--- src/hw/sync_fifo.sv ---
// single clock queue; writing when full or reading when empty is illegal, DEPTH need not be a power of 2
`timescale 1ns/1ns

module sync_fifo #(
	parameter int WIDTH = 32,
	parameter int DEPTH = 16
) (
	input logic clk,
	input logic reset,
	input logic [WIDTH-1:0] wdata,
	input logic we,
	input logic re,
	output logic [WIDTH-1:0] rdata,
	output logic full,
	output logic empty
);

	localparam int AW = (DEPTH > 1) ? $clog2(DEPTH) : 1;
	localparam int CW = $clog2(DEPTH + 1);

	logic [WIDTH-1:0] mem [DEPTH];
	logic [AW-1:0] wptr;
	logic [AW-1:0] rptr;
	logic [CW-1:0] count;

	function automatic logic [AW-1:0] bump(input logic [AW-1:0] p);
		if (p == AW'(DEPTH - 1))
			return '0;
		return p + 1'b1;
	endfunction

	assign full = (count == CW'(DEPTH));
	assign empty = (count == '0);
	// head entry, valid whenever not empty
	assign rdata = mem[rptr];

	always_ff @(posedge clk) begin
		if (reset) begin
			wptr <= '0;
			rptr <= '0;
			count <= '0;
		end else begin
			if (we)
				wptr <= bump(wptr);
			if (re)
				rptr <= bump(rptr);
			case ({we, re})
				2'b10: count <= count + 1'b1;
				2'b01: count <= count - 1'b1;
				default: count <= count;
			endcase
		end
	end

	always_ff @(posedge clk) begin
		if (we)
			mem[wptr] <= wdata;
	end

	assert property (@(posedge clk) disable iff (reset) !(we && full));
	assert property (@(posedge clk) disable iff (reset) !(re && empty));

endmodule

--- config.mk ---
export PLATFORM = sky130hd
export DESIGN_NAME = sync_fifo
export DESIGN_NICKNAME = d
export VERILOG_FILES = /design/src/hw/sync_fifo.sv
export SDC_FILE = /design/constraint.sdc
export NUM_CORES = 1
export LEC_CHECK = 0
export BUFFER_PORTS_ARGS = -buffer_cell sky130_fd_sc_hd__clkbuf_2
export CAP_MARGIN = 10
export CORE_MARGIN = 10
export CORE_UTILIZATION = 43
export CTS_BUF_LIST = sky130_fd_sc_hd__clkbuf_4 sky130_fd_sc_hd__clkbuf_8
export DETAILED_ROUTE_END_ITERATION = 12
export GPL_TIMING_DRIVEN = 0
export PLACE_DENSITY = 0.64
export SYNTH_ARGS = -nofsm -noshare
export SYNTH_HDL_FRONTEND = slang
export SYNTH_SLANG_ARGS = --single-unit
--- constraint.sdc ---
create_clock -name clk -period 3.9 [get_ports clk]
set_input_delay 0.39 -clock clk [delete_from_list [all_inputs] [get_ports clk]]
set_output_delay 0.39 -clock clk [all_outputs]
set_load 0.1 [all_outputs]
Word-level counts from Yosys, hierarchy flattened
Memories as Yosys holds them, arrays and structs flattened. A register that Yosys moved wholly into a read port is not among the register bits.
Cells that the tools add are included.
- bits in registers: 13
- bits in writable memories: 512
- input bits: 36
- output and inout bits: 34
- logic and storage cells: 30
- memories: 1
- add/subtract/negate cells: 4
- equal/unequal tests: 5
- multiplexer cells: 15
- reduce and logical (&&, ||, !) cells: 2
- memory list (name ; words ; width ; read ports ; clocked after memory_dff ; wr ports ; RTL line ; source):
    mem ; 16 ; 32 ; 1 ; 1 ; 1 ; 21 ; logic [WIDTH-1:0] mem [DEPTH];
- operator list (kind ; number):
    4-bit two-way mux ; 6
    5-bit case mux with 2 select lines ; 1
    4-bit by 1-bit adder with 4-bit output, second input constant ; 2
    4-bit equality test, second input constant ; 2
    1-bit two-way mux ; 8
    5-bit by 1-bit adder with 5-bit output, second input constant ; 1
    5-bit equality test, second input constant ; 1
    5-bit logical NOT ; 1
    5-bit by 1-bit subtractor with 5-bit output, second input constant ; 1
    2-bit by 1-bit equality test with 1-bit output, second input constant ; 1
    2-bit equality test, second input constant ; 1
    2-bit nonzero test ; 1

Longest topological paths before layout
- depth in word-level cells: 7
- depth in mapped cells: 9
- gate-level depth less buffers: 8

Worst setup path after synthesis
No wires, ideal clock.
- path type: register to output
- from: register count[1]
- to: output empty
- arrival: 2.103 ns
- data required time: 3.510 ns
- slack: 1.407 ns
- cell stages (with the launch flop): 4
- buffers on the path: 1
- cells stage by stage: dfxtp_1 clkbuf_1 nor4_1 nor2b_1
- longest elaborated chain between the ends: 1
- RTL lines (item ; RTL line ; source):
    from (decl) ; 24 ; logic [CW-1:0] count;
    from (signal assigned) ; 48 ; 2'b10: count <= count + 1'b1;
    from (signal assigned) ; 49 ; 2'b01: count <= count - 1'b1;
    from (signal assigned) ; 50 ; default: count <= count;
    5-bit logical NOT ; 33 ; assign empty = (count == '0);
    to (decl) ; 15 ; output logic empty
Every way passes these cells.

==> metrics.yaml <==
final_layout:
  fillerInstances: 3669
  fin_area_um2: 23100
  final_core_util_pct: 49.9
  drive_above_1_share_pct: 33.2
  num-nets-final: 1121
  fin_cells: 1740
  antenna_cells: 0
  synthToLayoutAreaGrowth_pct: 15.0
floorplanning:
  initial_core_util_pct: 43.4
  die_y_um: 236
  row_count: 79
  core_um2: 46400
  fp.dieW_um: 236
  die-area_um2: 55800
  io_pins: 70
routing:
  first_pass_iters: 7
  vias: 9617
  drtIter0Drc: 854
  ant_nets: 0
  via_per_inst: 5.53
  wirelength_um: 43900
  wire_per_inst_um: 25.2
  drcViolationCount: 0
sta:
  post-route-min-period_ps: 3570
  hold_ws_ps: 93.8
  fin_ws_ps: 332
  setup_viol: 0
  worst_slew_pin_slew_ps: 951
  slew_headroom_pct: 36.6
  max_freq_mhz: 280
  grt_setup_unrepaired: "false"
  drv_slew: 0
  tns_ps: 0
  post-route-period-util_pct: 91.5
  hold_viol: 0
  skew_ps: 28.6
placed_design:
  gp_congestion: 0.712
  portBuffers: 68
  hpwl_um: 26300
  dp_cells: 1595
  post-place-ws_ps: 982
  placed_cell_area_um2: 21500
worst_setup_path:
  cp_data_required_time_ps: 3510
  worstPathArrival_ps: 3180
  criticalPathCategory: "reg -> out"
  endpoint_kind: "output pin"
  worst-r2r-setup-slack_ps: 1910
  crit_path_start_kind: "register"
  crit_fanout: 10
run_status:
  status: "finished clean"
clock_tree:
  htreeDepth: 3
  clock_latency_ps: 640
  postCtsHoldBufs: 0
  clkTransAtPathRegs_ps: 60
  postCtsSetupBuffers: 0
  clockRootBuffer: "clkbuf_8"
  clock_tree.buffer_depth: 3
  cts_tree: "done"
  numClockSinks: 529
  numCtsBuffers: 86
  ctsResizeCount: 0
grt:
  antenna_found_initial: 1
  first_global_vias: 10200
  grt_pass1_wl_um: 65500
  grt_overflow: 0
  grtUsageTotal_pct: 15.7
  grtUsageMet1_pct: 20.7
  grt.busiest_layer: "met2"
  grt_max_degree: 26
  gr-usage-met3_pct: 3.42
  gr-usage-met2_pct: 25.6
logic_synthesis:
  ys_ff_latch: 529
  muxShareOfSynthArea_pct: 14.5
  synthSimpleGateAreaFrac_pct: 2.38
  synth_warnings: 0
  synth_fp_nets: 949
  synth_top_family_by_area: "multiplexers"
  syn_avg_cell_area_um2: 22.2
  synth_area_um2: 20100
  synth_seq_area_share_pct: 78.2
  synth_xor_xnor_area_share_pct: 0.218
  synth_compound_area_share_pct: 2.93
  synth_cells: 904
  synthAdderAreaFrac_pct: 0.560
  synth_cell_type_count: 37
worst_hold_path:
  hp-class: "in -> reg"
power:
  power.leakage_nw: 7.40
  p_comb_share_pct: 8.9
  p_switching_mw: 2.81
  ir_drop_v: 0.000284
  total_power_mw: 11.8
  power_density_nw_per_um2: 510
  pwr-share-seq_pct: 53.6
  p_int_mw: 8.99
  swShare_pct: 23.8
  clock_power_share_pct: 37.6
run:
  drv_cap: 0
==> registers in the layout, summed over array words and instances, names as in the netlist, named ones only <==
signal,cells
mem,512
rptr,4
wptr,4
count,5
==> logic make-up after synthesis <==
kind of cell               after synthesis
and+or+nand+nor                         94
adders and majority gates                9
buffers and inverters                   53
xor gates and xnor gates                 5
DFF                                    529
muxes                                  132
AOI/OAI and AO/OA                       82
==> layer usage <==
| metal | wire length, um | vias to the layer above |
|---|---|---|
| met2 | 21600 | 297 |
| met1 | 18900 | 5091 |
| li1 | - | 4163 |
| met4 | 743 | 2 |
| met3 | 2580 | 64 |
| met5 | 16 | - |
==> cells in the final DEF (no fill, tap or decap), types with 3 or more instances in the layout <==
cell type | netlist | final
a21oi_1 | 8 | 8
a22oi_1 | 64 | 64
and2_2 | 0 | 16
buf_1 | 9 | 9
buf_12 | 0 | 16
buf_2 | 9 | 9
buf_4 | 9 | 9
clkbuf_1 | 22 | 22
clkbuf_2 | 0 | 68
clkbuf_4 | 0 | 27
clkbuf_8 | 0 | 91
clkinv_1 | 0 | 19
clkinv_2 | 0 | 5
dfxtp_1 | 17 | 17
edfxtp_1 | 512 | 512
ha_1 | 9 | 9
inv_1 | 4 | 4
mux2i_1 | 3 | 3
mux4_2 | 128 | 128
nand2_1 | 41 | 41
nand4b_1 | 3 | 3
nor2_1 | 10 | 10
nor2b_1 | 4 | 4
o21ai_0 | 4 | 4
or3_1 | 3 | 3
xor2_1 | 5 | 5
==> path summary, 6_finish.rpt <==
| check | depth (start not counted) | from | to |
|---|---|---|---|
| worst max-delay path | 6 | register | rdata[16] |
| worst max register to register | 3 | wptr[3] | mem[8][11] |
| worst min-delay path | 3 | we | wptr[1] |
| worst min register to register | 2 | rptr[3] | rptr[3] |
==> power by group through the flow <==
| stage | Sequential [mW] | Clock, mW | Combinational, mW |
|---|---|---|---|
| 6_report | 6.33 | 4.43 | 1.04 |
| 4_1_cts | 6.33 | 4.54 | 1.06 |
| 3_5_place_dp | 6.44 | 0 | 1.06 |
| 5_1_grt | 6.33 | 4.82 | 1.11 |
| 3_3_place_gp | 6.44 | 0 | 1.03 |
| 2_1_floorplan | 6.44 | 0 | 0.773 |
==> area by class of cell <==
cell class / instances / area (um2) / share of cell area [%]
Timing Repair Buffer: 84 / 661 / 2.86
Buffer: 49 / 229 / 0.990
Multi-Input combinational cell: 322 / 4170 / 18.0
Clock buffer: 118 / 1460 / 6.29
Tap cell: 607 / 759 / 3.28
Sequential cell: 529 / 15700 / 68.0
Inverter: 4 / 15.0 / 0.0649
Clock inverter: 27 / 123 / 0.530
==> critical path: stages (launching register included) <==
cell and delay (ps):
dfxtp_1 330, buf_2 260, buf_1 750, mux4_2 420, a22oi_1 240, nand2_1 140
clkbuf_2 400
==> synth_stat cells, drive strengths merged <==
cell type	n	area [um2]
xor2	5	43.8
nand2b	1	6.26
o311a	1	10.0
nand4b	3	26.3
mux2	1	11.3
inv	4	15.0
nand4	1	6.26
o21ai	4	20.0
nor2b	4	25.0
a22oi	64	480
o211ai	2	15.0
nor3	2	10.0
nand3	2	10.0
o221ai	1	8.76
a311oi	1	8.76
edfxtp	512	15400
nand3b	1	7.51
buf	27	146
a21oi	8	40.0
or4b	1	10.0
dfxtp	17	340
and3	1	6.26
or3	3	18.8
ha	9	113
nor2	10	37.5
or3b	2	17.5
nand2	41	154
nor3b	1	7.51
mux4	128	2880
a31oi	1	6.26
nor4	2	12.5
mux2i	3	30.0
and2	18	113
nand4bb	1	11.3
clkbuf	22	82.6
(Power assumes the default switching activity.)
