`src/hw/ray_pkg.sv`:
```
// signed Q16.16 fixed point only; a zero direction component must arrive as FIX_MAX reciprocal
package ray_pkg;

	// fixed-point word and ray tag widths
	localparam int FIX_W = 32;
	localparam int FRAC_BITS = 16;
	localparam int ID_W = 9;

	// bound minus origin needs one extra bit to stay exact
	localparam int DIFF_W = FIX_W + 1;

	typedef logic signed [FIX_W-1:0] fix_t;
	typedef logic [ID_W-1:0] ray_id_t;

	// saturation limits for scaled products
	localparam fix_t FIX_MAX = {1'b0, {(FIX_W-1){1'b1}}};
	localparam fix_t FIX_MIN = {1'b1, {(FIX_W-1){1'b0}}};

	typedef struct packed {
		fix_t x;
		fix_t y;
		fix_t z;
	} vec3_t;

	// inv_dir holds 1/d per axis, computed by the shader
	typedef struct packed {
		ray_id_t ray_id;
		logic is_shadow;
		vec3_t origin;
		vec3_t inv_dir;
	} ray_t;

	typedef struct packed {
		fix_t xmin;
		fix_t xmax;
		fix_t ymin;
		fix_t ymax;
		fix_t zmin;
		fix_t zmax;
	} aabb_t;

endpackage

```
`src/hw/interval_stage.sv`:
```
// two pipeline steps frozen by advance; t_min never goes below zero, ties count as a hit
`timescale 1ns/1ns

module interval_stage
	import ray_pkg::*;
(
	input logic clk,
	input logic reset,
	input logic advance,
	input logic in_valid,
	input ray_id_t in_ray_id,
	input logic in_is_shadow,
	input vec3_t t_lo,
	input vec3_t t_hi,
	output logic out_valid,
	output ray_id_t out_ray_id,
	output logic out_is_shadow,
	output fix_t t_min,
	output fix_t t_max,
	output logic miss
);

	logic s1_valid;
	ray_id_t s1_ray_id;
	logic s1_is_shadow;
	fix_t near_r [3];
	fix_t far_r [3];
	fix_t enter_c;
	fix_t exit_c;

	function automatic fix_t fmin(input fix_t a, input fix_t b);
		return (a < b) ? a : b;
	endfunction

	function automatic fix_t fmax(input fix_t a, input fix_t b);
		return (a > b) ? a : b;
	endfunction

	always_ff @(posedge clk) begin
		if (reset) begin
			s1_valid <= 1'b0;
			out_valid <= 1'b0;
		end else if (advance) begin
			s1_valid <= in_valid;
			out_valid <= s1_valid;
		end
	end

	// entry clamped at the ray origin
	always_comb begin
		enter_c = fmax(fmax(near_r[0], near_r[1]), fmax(near_r[2], '0));
		exit_c = fmin(fmin(far_r[0], far_r[1]), far_r[2]);
	end

	always_ff @(posedge clk) begin
		if (advance) begin
			// step one: sort each slab, negative reciprocals swap the planes
			near_r[0] <= fmin(t_lo.x, t_hi.x);
			far_r[0] <= fmax(t_lo.x, t_hi.x);
			near_r[1] <= fmin(t_lo.y, t_hi.y);
			far_r[1] <= fmax(t_lo.y, t_hi.y);
			near_r[2] <= fmin(t_lo.z, t_hi.z);
			far_r[2] <= fmax(t_lo.z, t_hi.z);
			s1_ray_id <= in_ray_id;
			s1_is_shadow <= in_is_shadow;

			// step two: overlap of the three slabs
			t_min <= enter_c;
			t_max <= exit_c;
			miss <= (enter_c > exit_c);
			out_ray_id <= s1_ray_id;
			out_is_shadow <= s1_is_shadow;
		end
	end

endmodule

```
`config.mk`:
```
export PLATFORM = sky130hd
export DESIGN_NAME = interval_stage
export DESIGN_NICKNAME = d
export VERILOG_FILES = /design/src/hw/ray_pkg.sv /design/src/hw/interval_stage.sv
export SDC_FILE = /design/constraint.sdc
export NUM_CORES = 1
export LEC_CHECK = 0
export BUFFER_PORTS_ARGS = -buffer_cell sky130_fd_sc_hd__clkbuf_2
export CAP_MARGIN = 20
export CORE_MARGIN = 3
export CORE_UTILIZATION = 35
export CTS_BUF_LIST = sky130_fd_sc_hd__clkbuf_8 sky130_fd_sc_hd__clkbuf_16
export DETAILED_ROUTE_END_ITERATION = 10
export SLEW_MARGIN = 20
export SYNTH_ARGS = -nofsm -noshare
export SYNTH_HDL_FRONTEND = slang
export SYNTH_SLANG_ARGS = --single-unit
```
`constraint.sdc`:
```
create_clock -name clk -period 9.3 [get_ports clk]
set_clock_uncertainty 0.1 [all_clocks]
set_input_delay 0.465 -clock clk [delete_from_list [all_inputs] [get_ports clk]]
set_output_delay 0.465 -clock clk [all_outputs]
set_load 0.005 [all_outputs]
```
Yosys cells after proc, flatten, opt, wreduce, memory -nomap -nowiden:

Memory sizes are Yosys's and may differ from the RTL's.
Cells that the tools add are included.
W data, S select, Z words.

* multipliers: 0
* add/sub/neg operators: 0
* order comparisons: 12
* div/mod/pow operators: 0
* bitwise gates (word level): 0
* shift operators: 0
* mux-type cells: 13
* equality and inequality tests: 0
* reduce and logical (&&, ||, !) cells: 0

Operators by type and width (count)
* $mux W32: 11
* $gt A32 B32 Y1: 6
* $lt A32 B32 Y1: 5
* $gt A32 B1 Y1 const B: 1
* $mux W1: 2

* register bits after elaboration: 87
* bits of input ports: 206
* latch bits: 0
* memories kept: 2
* bits in read-only memories: 0
* RAM bits: 192
* logic and storage cells: 36

Memories
* far_r: words 3, width 32, read ports 3, clocked after Yosys merged registers in 0, wr ports 3, line interval_stage.sv:27 `fix_t far_r [3];`
* near_r: words 3, width 32, read ports 3, clocked after Yosys merged registers in 0, wr ports 3, line interval_stage.sv:26 `fix_t near_r [3];`

Depth between registers and ports, before layout:

* depth after elaboration: 5
* mapped depth: 34

Least setup slack after synthesis:

OpenSTA, ideal clock, no wires.

* path type: register to register
* from: mem near_r[0][20] (netlist bit)
* to: reg miss, data pin
* buffers on the path: 3
* cell stages (with the launch flop): 33
* clock period less this slack: 7.057 ns
* path slack: 2.243 ns
* arrival: 6.692 ns
* path through: edfxtp_1 ha_1 and4_1 nand4_1 nor3_1 and2_1 a311o_1 o21a_1 o32ai_1 buf_2 mux2i_1 inv_1 ha_1 nand4_1 nor3_1 nand3_1 or3_1 or3_1 o21ai_0 mux2_2 clkbuf_1 buf_2 mux2i_1 ha_1 a21o_1 a21oi_1 nor2b_1 o21ai_0 nand2b_1 a211oi_1 o22ai_1 or4_1 mux2i_1

RTL lines
* from (decl): line interval_stage.sv:26
* to (signal assigned): line interval_stage.sv:70 `miss <= (enter_c > exit_c);`
* to (decl): line interval_stage.sv:20 `output logic miss`

==> out/qor.yml <==
status: "complete, no violations"
yosysSeqAreaShare_pct: 43.7
netlist.area_leader.share_pct: 43.4
worst-path-max-fanout: 17
detail-route-antenna-nets: 0
clock_network_power_share_pct: 26.4
number_of_synthesized_flops_with_an_enable_pin: 277
total_switching_power_mw: 1.91
fp.dieH_um: 240
clk_latency_ns: 0.54
crit_path_top_delay_cell: "sky130_fd_sc_hd__or4_4"
first_global_vias: 14200
nets: 2444
layout_min_cycle_time_ns: 8.33
finish.utilization_pct: 42.1
hold_viol_final: 0
sw_frac_of_total_pct: 35.1
postCtsResizedCells: 0
power_report.internal_total_mw: 3.53
cts.path.max_buffers: 3
final_layout_size_suffix_gt1_share_pct: 28.0
cpMostUsedCell: "sky130_fd_sc_hd__ha_1"
synth_async_sr_flop_share_pct: 0
area.growth.synth_to_final_pct: 18.7
initial_utilization_pct: 35.5
portBuffers: 281
synthDominantAreaCellType: "sky130_fd_sc_hd__edfxtp_1"
drt-vias-per-instance: 5.21
post_drt_wl_per_cell_um: 21.7
synthDistinctLibCells: 56
antenna_found_initial: 3
count_of_standard_cell_rows: 85
cts_tree: "built"
nFillCells: 5107
diodes: 0
vdd.ir_drop.worst_v: 0.000109
fp.coreArea_um2: 53900
cts_setup_buffers: 0
arrival_ns: 8.51
finalMaxSlewViolations: 0
layout_commonest_cell: "sky130_fd_sc_hd__clkbuf_2"
critical_path.endpoint_type: "flip-flop"
drt-pass1-iter-count: 5
worst_path_largest_cell_delay_ns: 0.60
layout.cells.most_common_list: "sky130_fd_sc_hd__clkbuf_2 (280), sky130_fd_sc_hd__edfxtp_1 (277), sky130_fd_sc_hd__ha_1 (254)"
timing.critical_path.required_ns: 9.48
final.period_utilization_pct: 89.6
dpl_worst_slack_ns: 0.951
drcViolationCount: 0
global_route.overflow_total: 0
detailedPlacementHpwl_um: 47800
cts_buffers: 36
critPathKind: "flip-flop to flip-flop"
power_leakage_nw: 10.5
fmax_ghz: 0.120
cts.root.buffer_cell: "sky130_fd_sc_hd__clkbuf_16"
rsz_0062_raised_after_global_routing: "no"
routabilityCongestion: 0.888
post_synth_main_area_contributors: "sky130_fd_sc_hd__edfxtp_1 (43%), sky130_fd_sc_hd__ha_1 (17%), sky130_fd_sc_hd__mux2_2 (9.9%), sky130_fd_sc_hd__mux2i_1 (5.0%), sky130_fd_sc_hd__inv_1 (4.5%)"
synth_flop_cell: "sky130_fd_sc_hd__edfxtp_1"
ctsHtreeMaxLevel: 2
first_pass_grt_wire_length_um: 86300
hold_path_class: "input port to flip-flop"
syn_nets: 2141
wl_um: 58800
detailroute.via_count: 14100
pwr_density_cell_nw_per_um2: 239
die_w_um: 240
grt.total_usage_pct: 20.2
seq_power_share_pct: 33.3
boundaryPins: 282
fp.dieArea_um2: 57500
synth_cells: 1681
worst_slew_margin_rel_pct: 27.9
synth-seq-cells: 279
cts.sinks: 279
tns_ns: 0
clk_pin_slew_worst_paths_ns: 0.06
synthesis.area_um2: 19100
grt_max_degree: 80
finalWorstSetupSlack_ns: 0.971
yosysWarningCount: 0
drv.max_cap_violation_count: 0
number_of_violations_reported_at_the_end_of_detailed_routing_iteration_0: 848
synth_area_per_cell_um2: 11.4
report.final.setup_viol: 0
setup.worst_path.start_class: "flip-flop"
tightest_slew_ns: 1.08
combinational_share_of_power_pct: 40.4
final cells by class:
class	count	area, um^2	area share, %
multi-input combinational	1128	9760	43.0
sequential	279	8360	36.8
timing repair buffer	310	1670	7.35
clock buffer	37	926	4.08
tap	696	871	3.83
inverter	229	860	3.78
clock inverter	25	273	1.20
critical path: cells and delay by family (launching register included):
| family | cells | cell delay (ns) |
|---|---|---|
| AO/OA/AOI/OAI | 14 | 3.37 |
| AND/OR/NAND/NOR | 6 | 1.84 |
| adder cells (fa/ha/maj) | 3 | 0.91 |
| multiplexers | 3 | 0.78 |
| buffers and inverters | 2 | 0.65 |
| flip-flops | 1 | 0.42 |
state kept, by name (all words and copies together), names as in the netlist:
register and count:
miss 1, out_ray_id 9, t_max 32, s1_is_shadow 1, t_min 32, out_valid 1, near_r 96, s1_valid 1
far_r 96, s1_ray_id 9, out_is_shadow 1
worst paths after layout:
| path | startpoint | end | slack [ns] | cells after the start |
|---|---|---|---|---|
| worst max-delay path | far_r[0][26] | miss | 0.97 | 28 |
| worst max register to register | far_r[0][26] | miss | 0.97 | 28 |
| worst min register to register | s1_ray_id[8] | out_ray_id[8] | 0.32 | 0 |
| worst min-delay path | in_valid | s1_valid | 0.08 | 3 |
cells by family (layout without fill, tap and decap cells):
kind of cell / after synthesis / in the layout / share of synthesized area, %
AND/OR/NAND/NOR: 288 / 288 / 7.23
other: 1 / 1 / 0.0196
AO/OA/AOI/OAI: 288 / 288 / 9.24
XOR/XNOR: 1 / 1 / 0.0458
buffers and inverters: 274 / 601 / 5.82
multiplexers: 296 / 296 / 17.4
adder cells (fa/ha/maj): 254 / 254 / 16.6
flip-flops: 279 / 279 / 43.7
power by group through the flow:
stage / sequential (mW) / combinational (mW) / clock [mW]
after global routing: 1.83 / 2.41 / 1.53
after detailed placement: 1.83 / 2.18 / 0
after CTS: 1.81 / 2.20 / 1.47
after global placement: 1.83 / 2.16 / 0
final: 1.81 / 2.19 / 1.43
after floorplan: 1.78 / 1.45 / 0
Yosys cell counts (all sizes together) (20+ instances only):
| master | n |
|---|---|
| buf | 25 |
| a21o | 48 |
| nand4 | 52 |
| nand2 | 131 |
| mux2 | 199 |
| clkbuf | 20 |
| nor2 | 34 |
| inv | 229 |
| mux2i | 97 |
| edfxtp | 277 |
| a21oi | 71 |
| ha | 254 |
| o21ai | 103 |
stage by stage:
step	hold WS, ns	area [um^2]	power, mW	std cells
2_1_floorplan	0.300	19100	3.23	1681
3_3_place_gp	0.301	21400	3.99	2630
3_5_place_dp	0.307	21400	4.01	2631
4_1_cts	0.0584	22700	5.48	2704
5_1_grt	0.0871	22700	5.77	2704
6_report	0.0807	22700	5.44	2704
per-layer routing:
layer  part of all wire, %  global-route usage [%]
met4                   2.6                    5.85
met2                    49                    35.4
met3                   5.1                    3.07
met5                 0.046                       0
met1                    43                    25.8
what timing repair did:
item / 4_1_cts / 5_1_grt
setup endpoints to repair: 0 / 0
hold buffers: 11 / 0
hold endpoints to repair: 12 / 0
No activity file was read; power rests on OpenSTA's default activity.
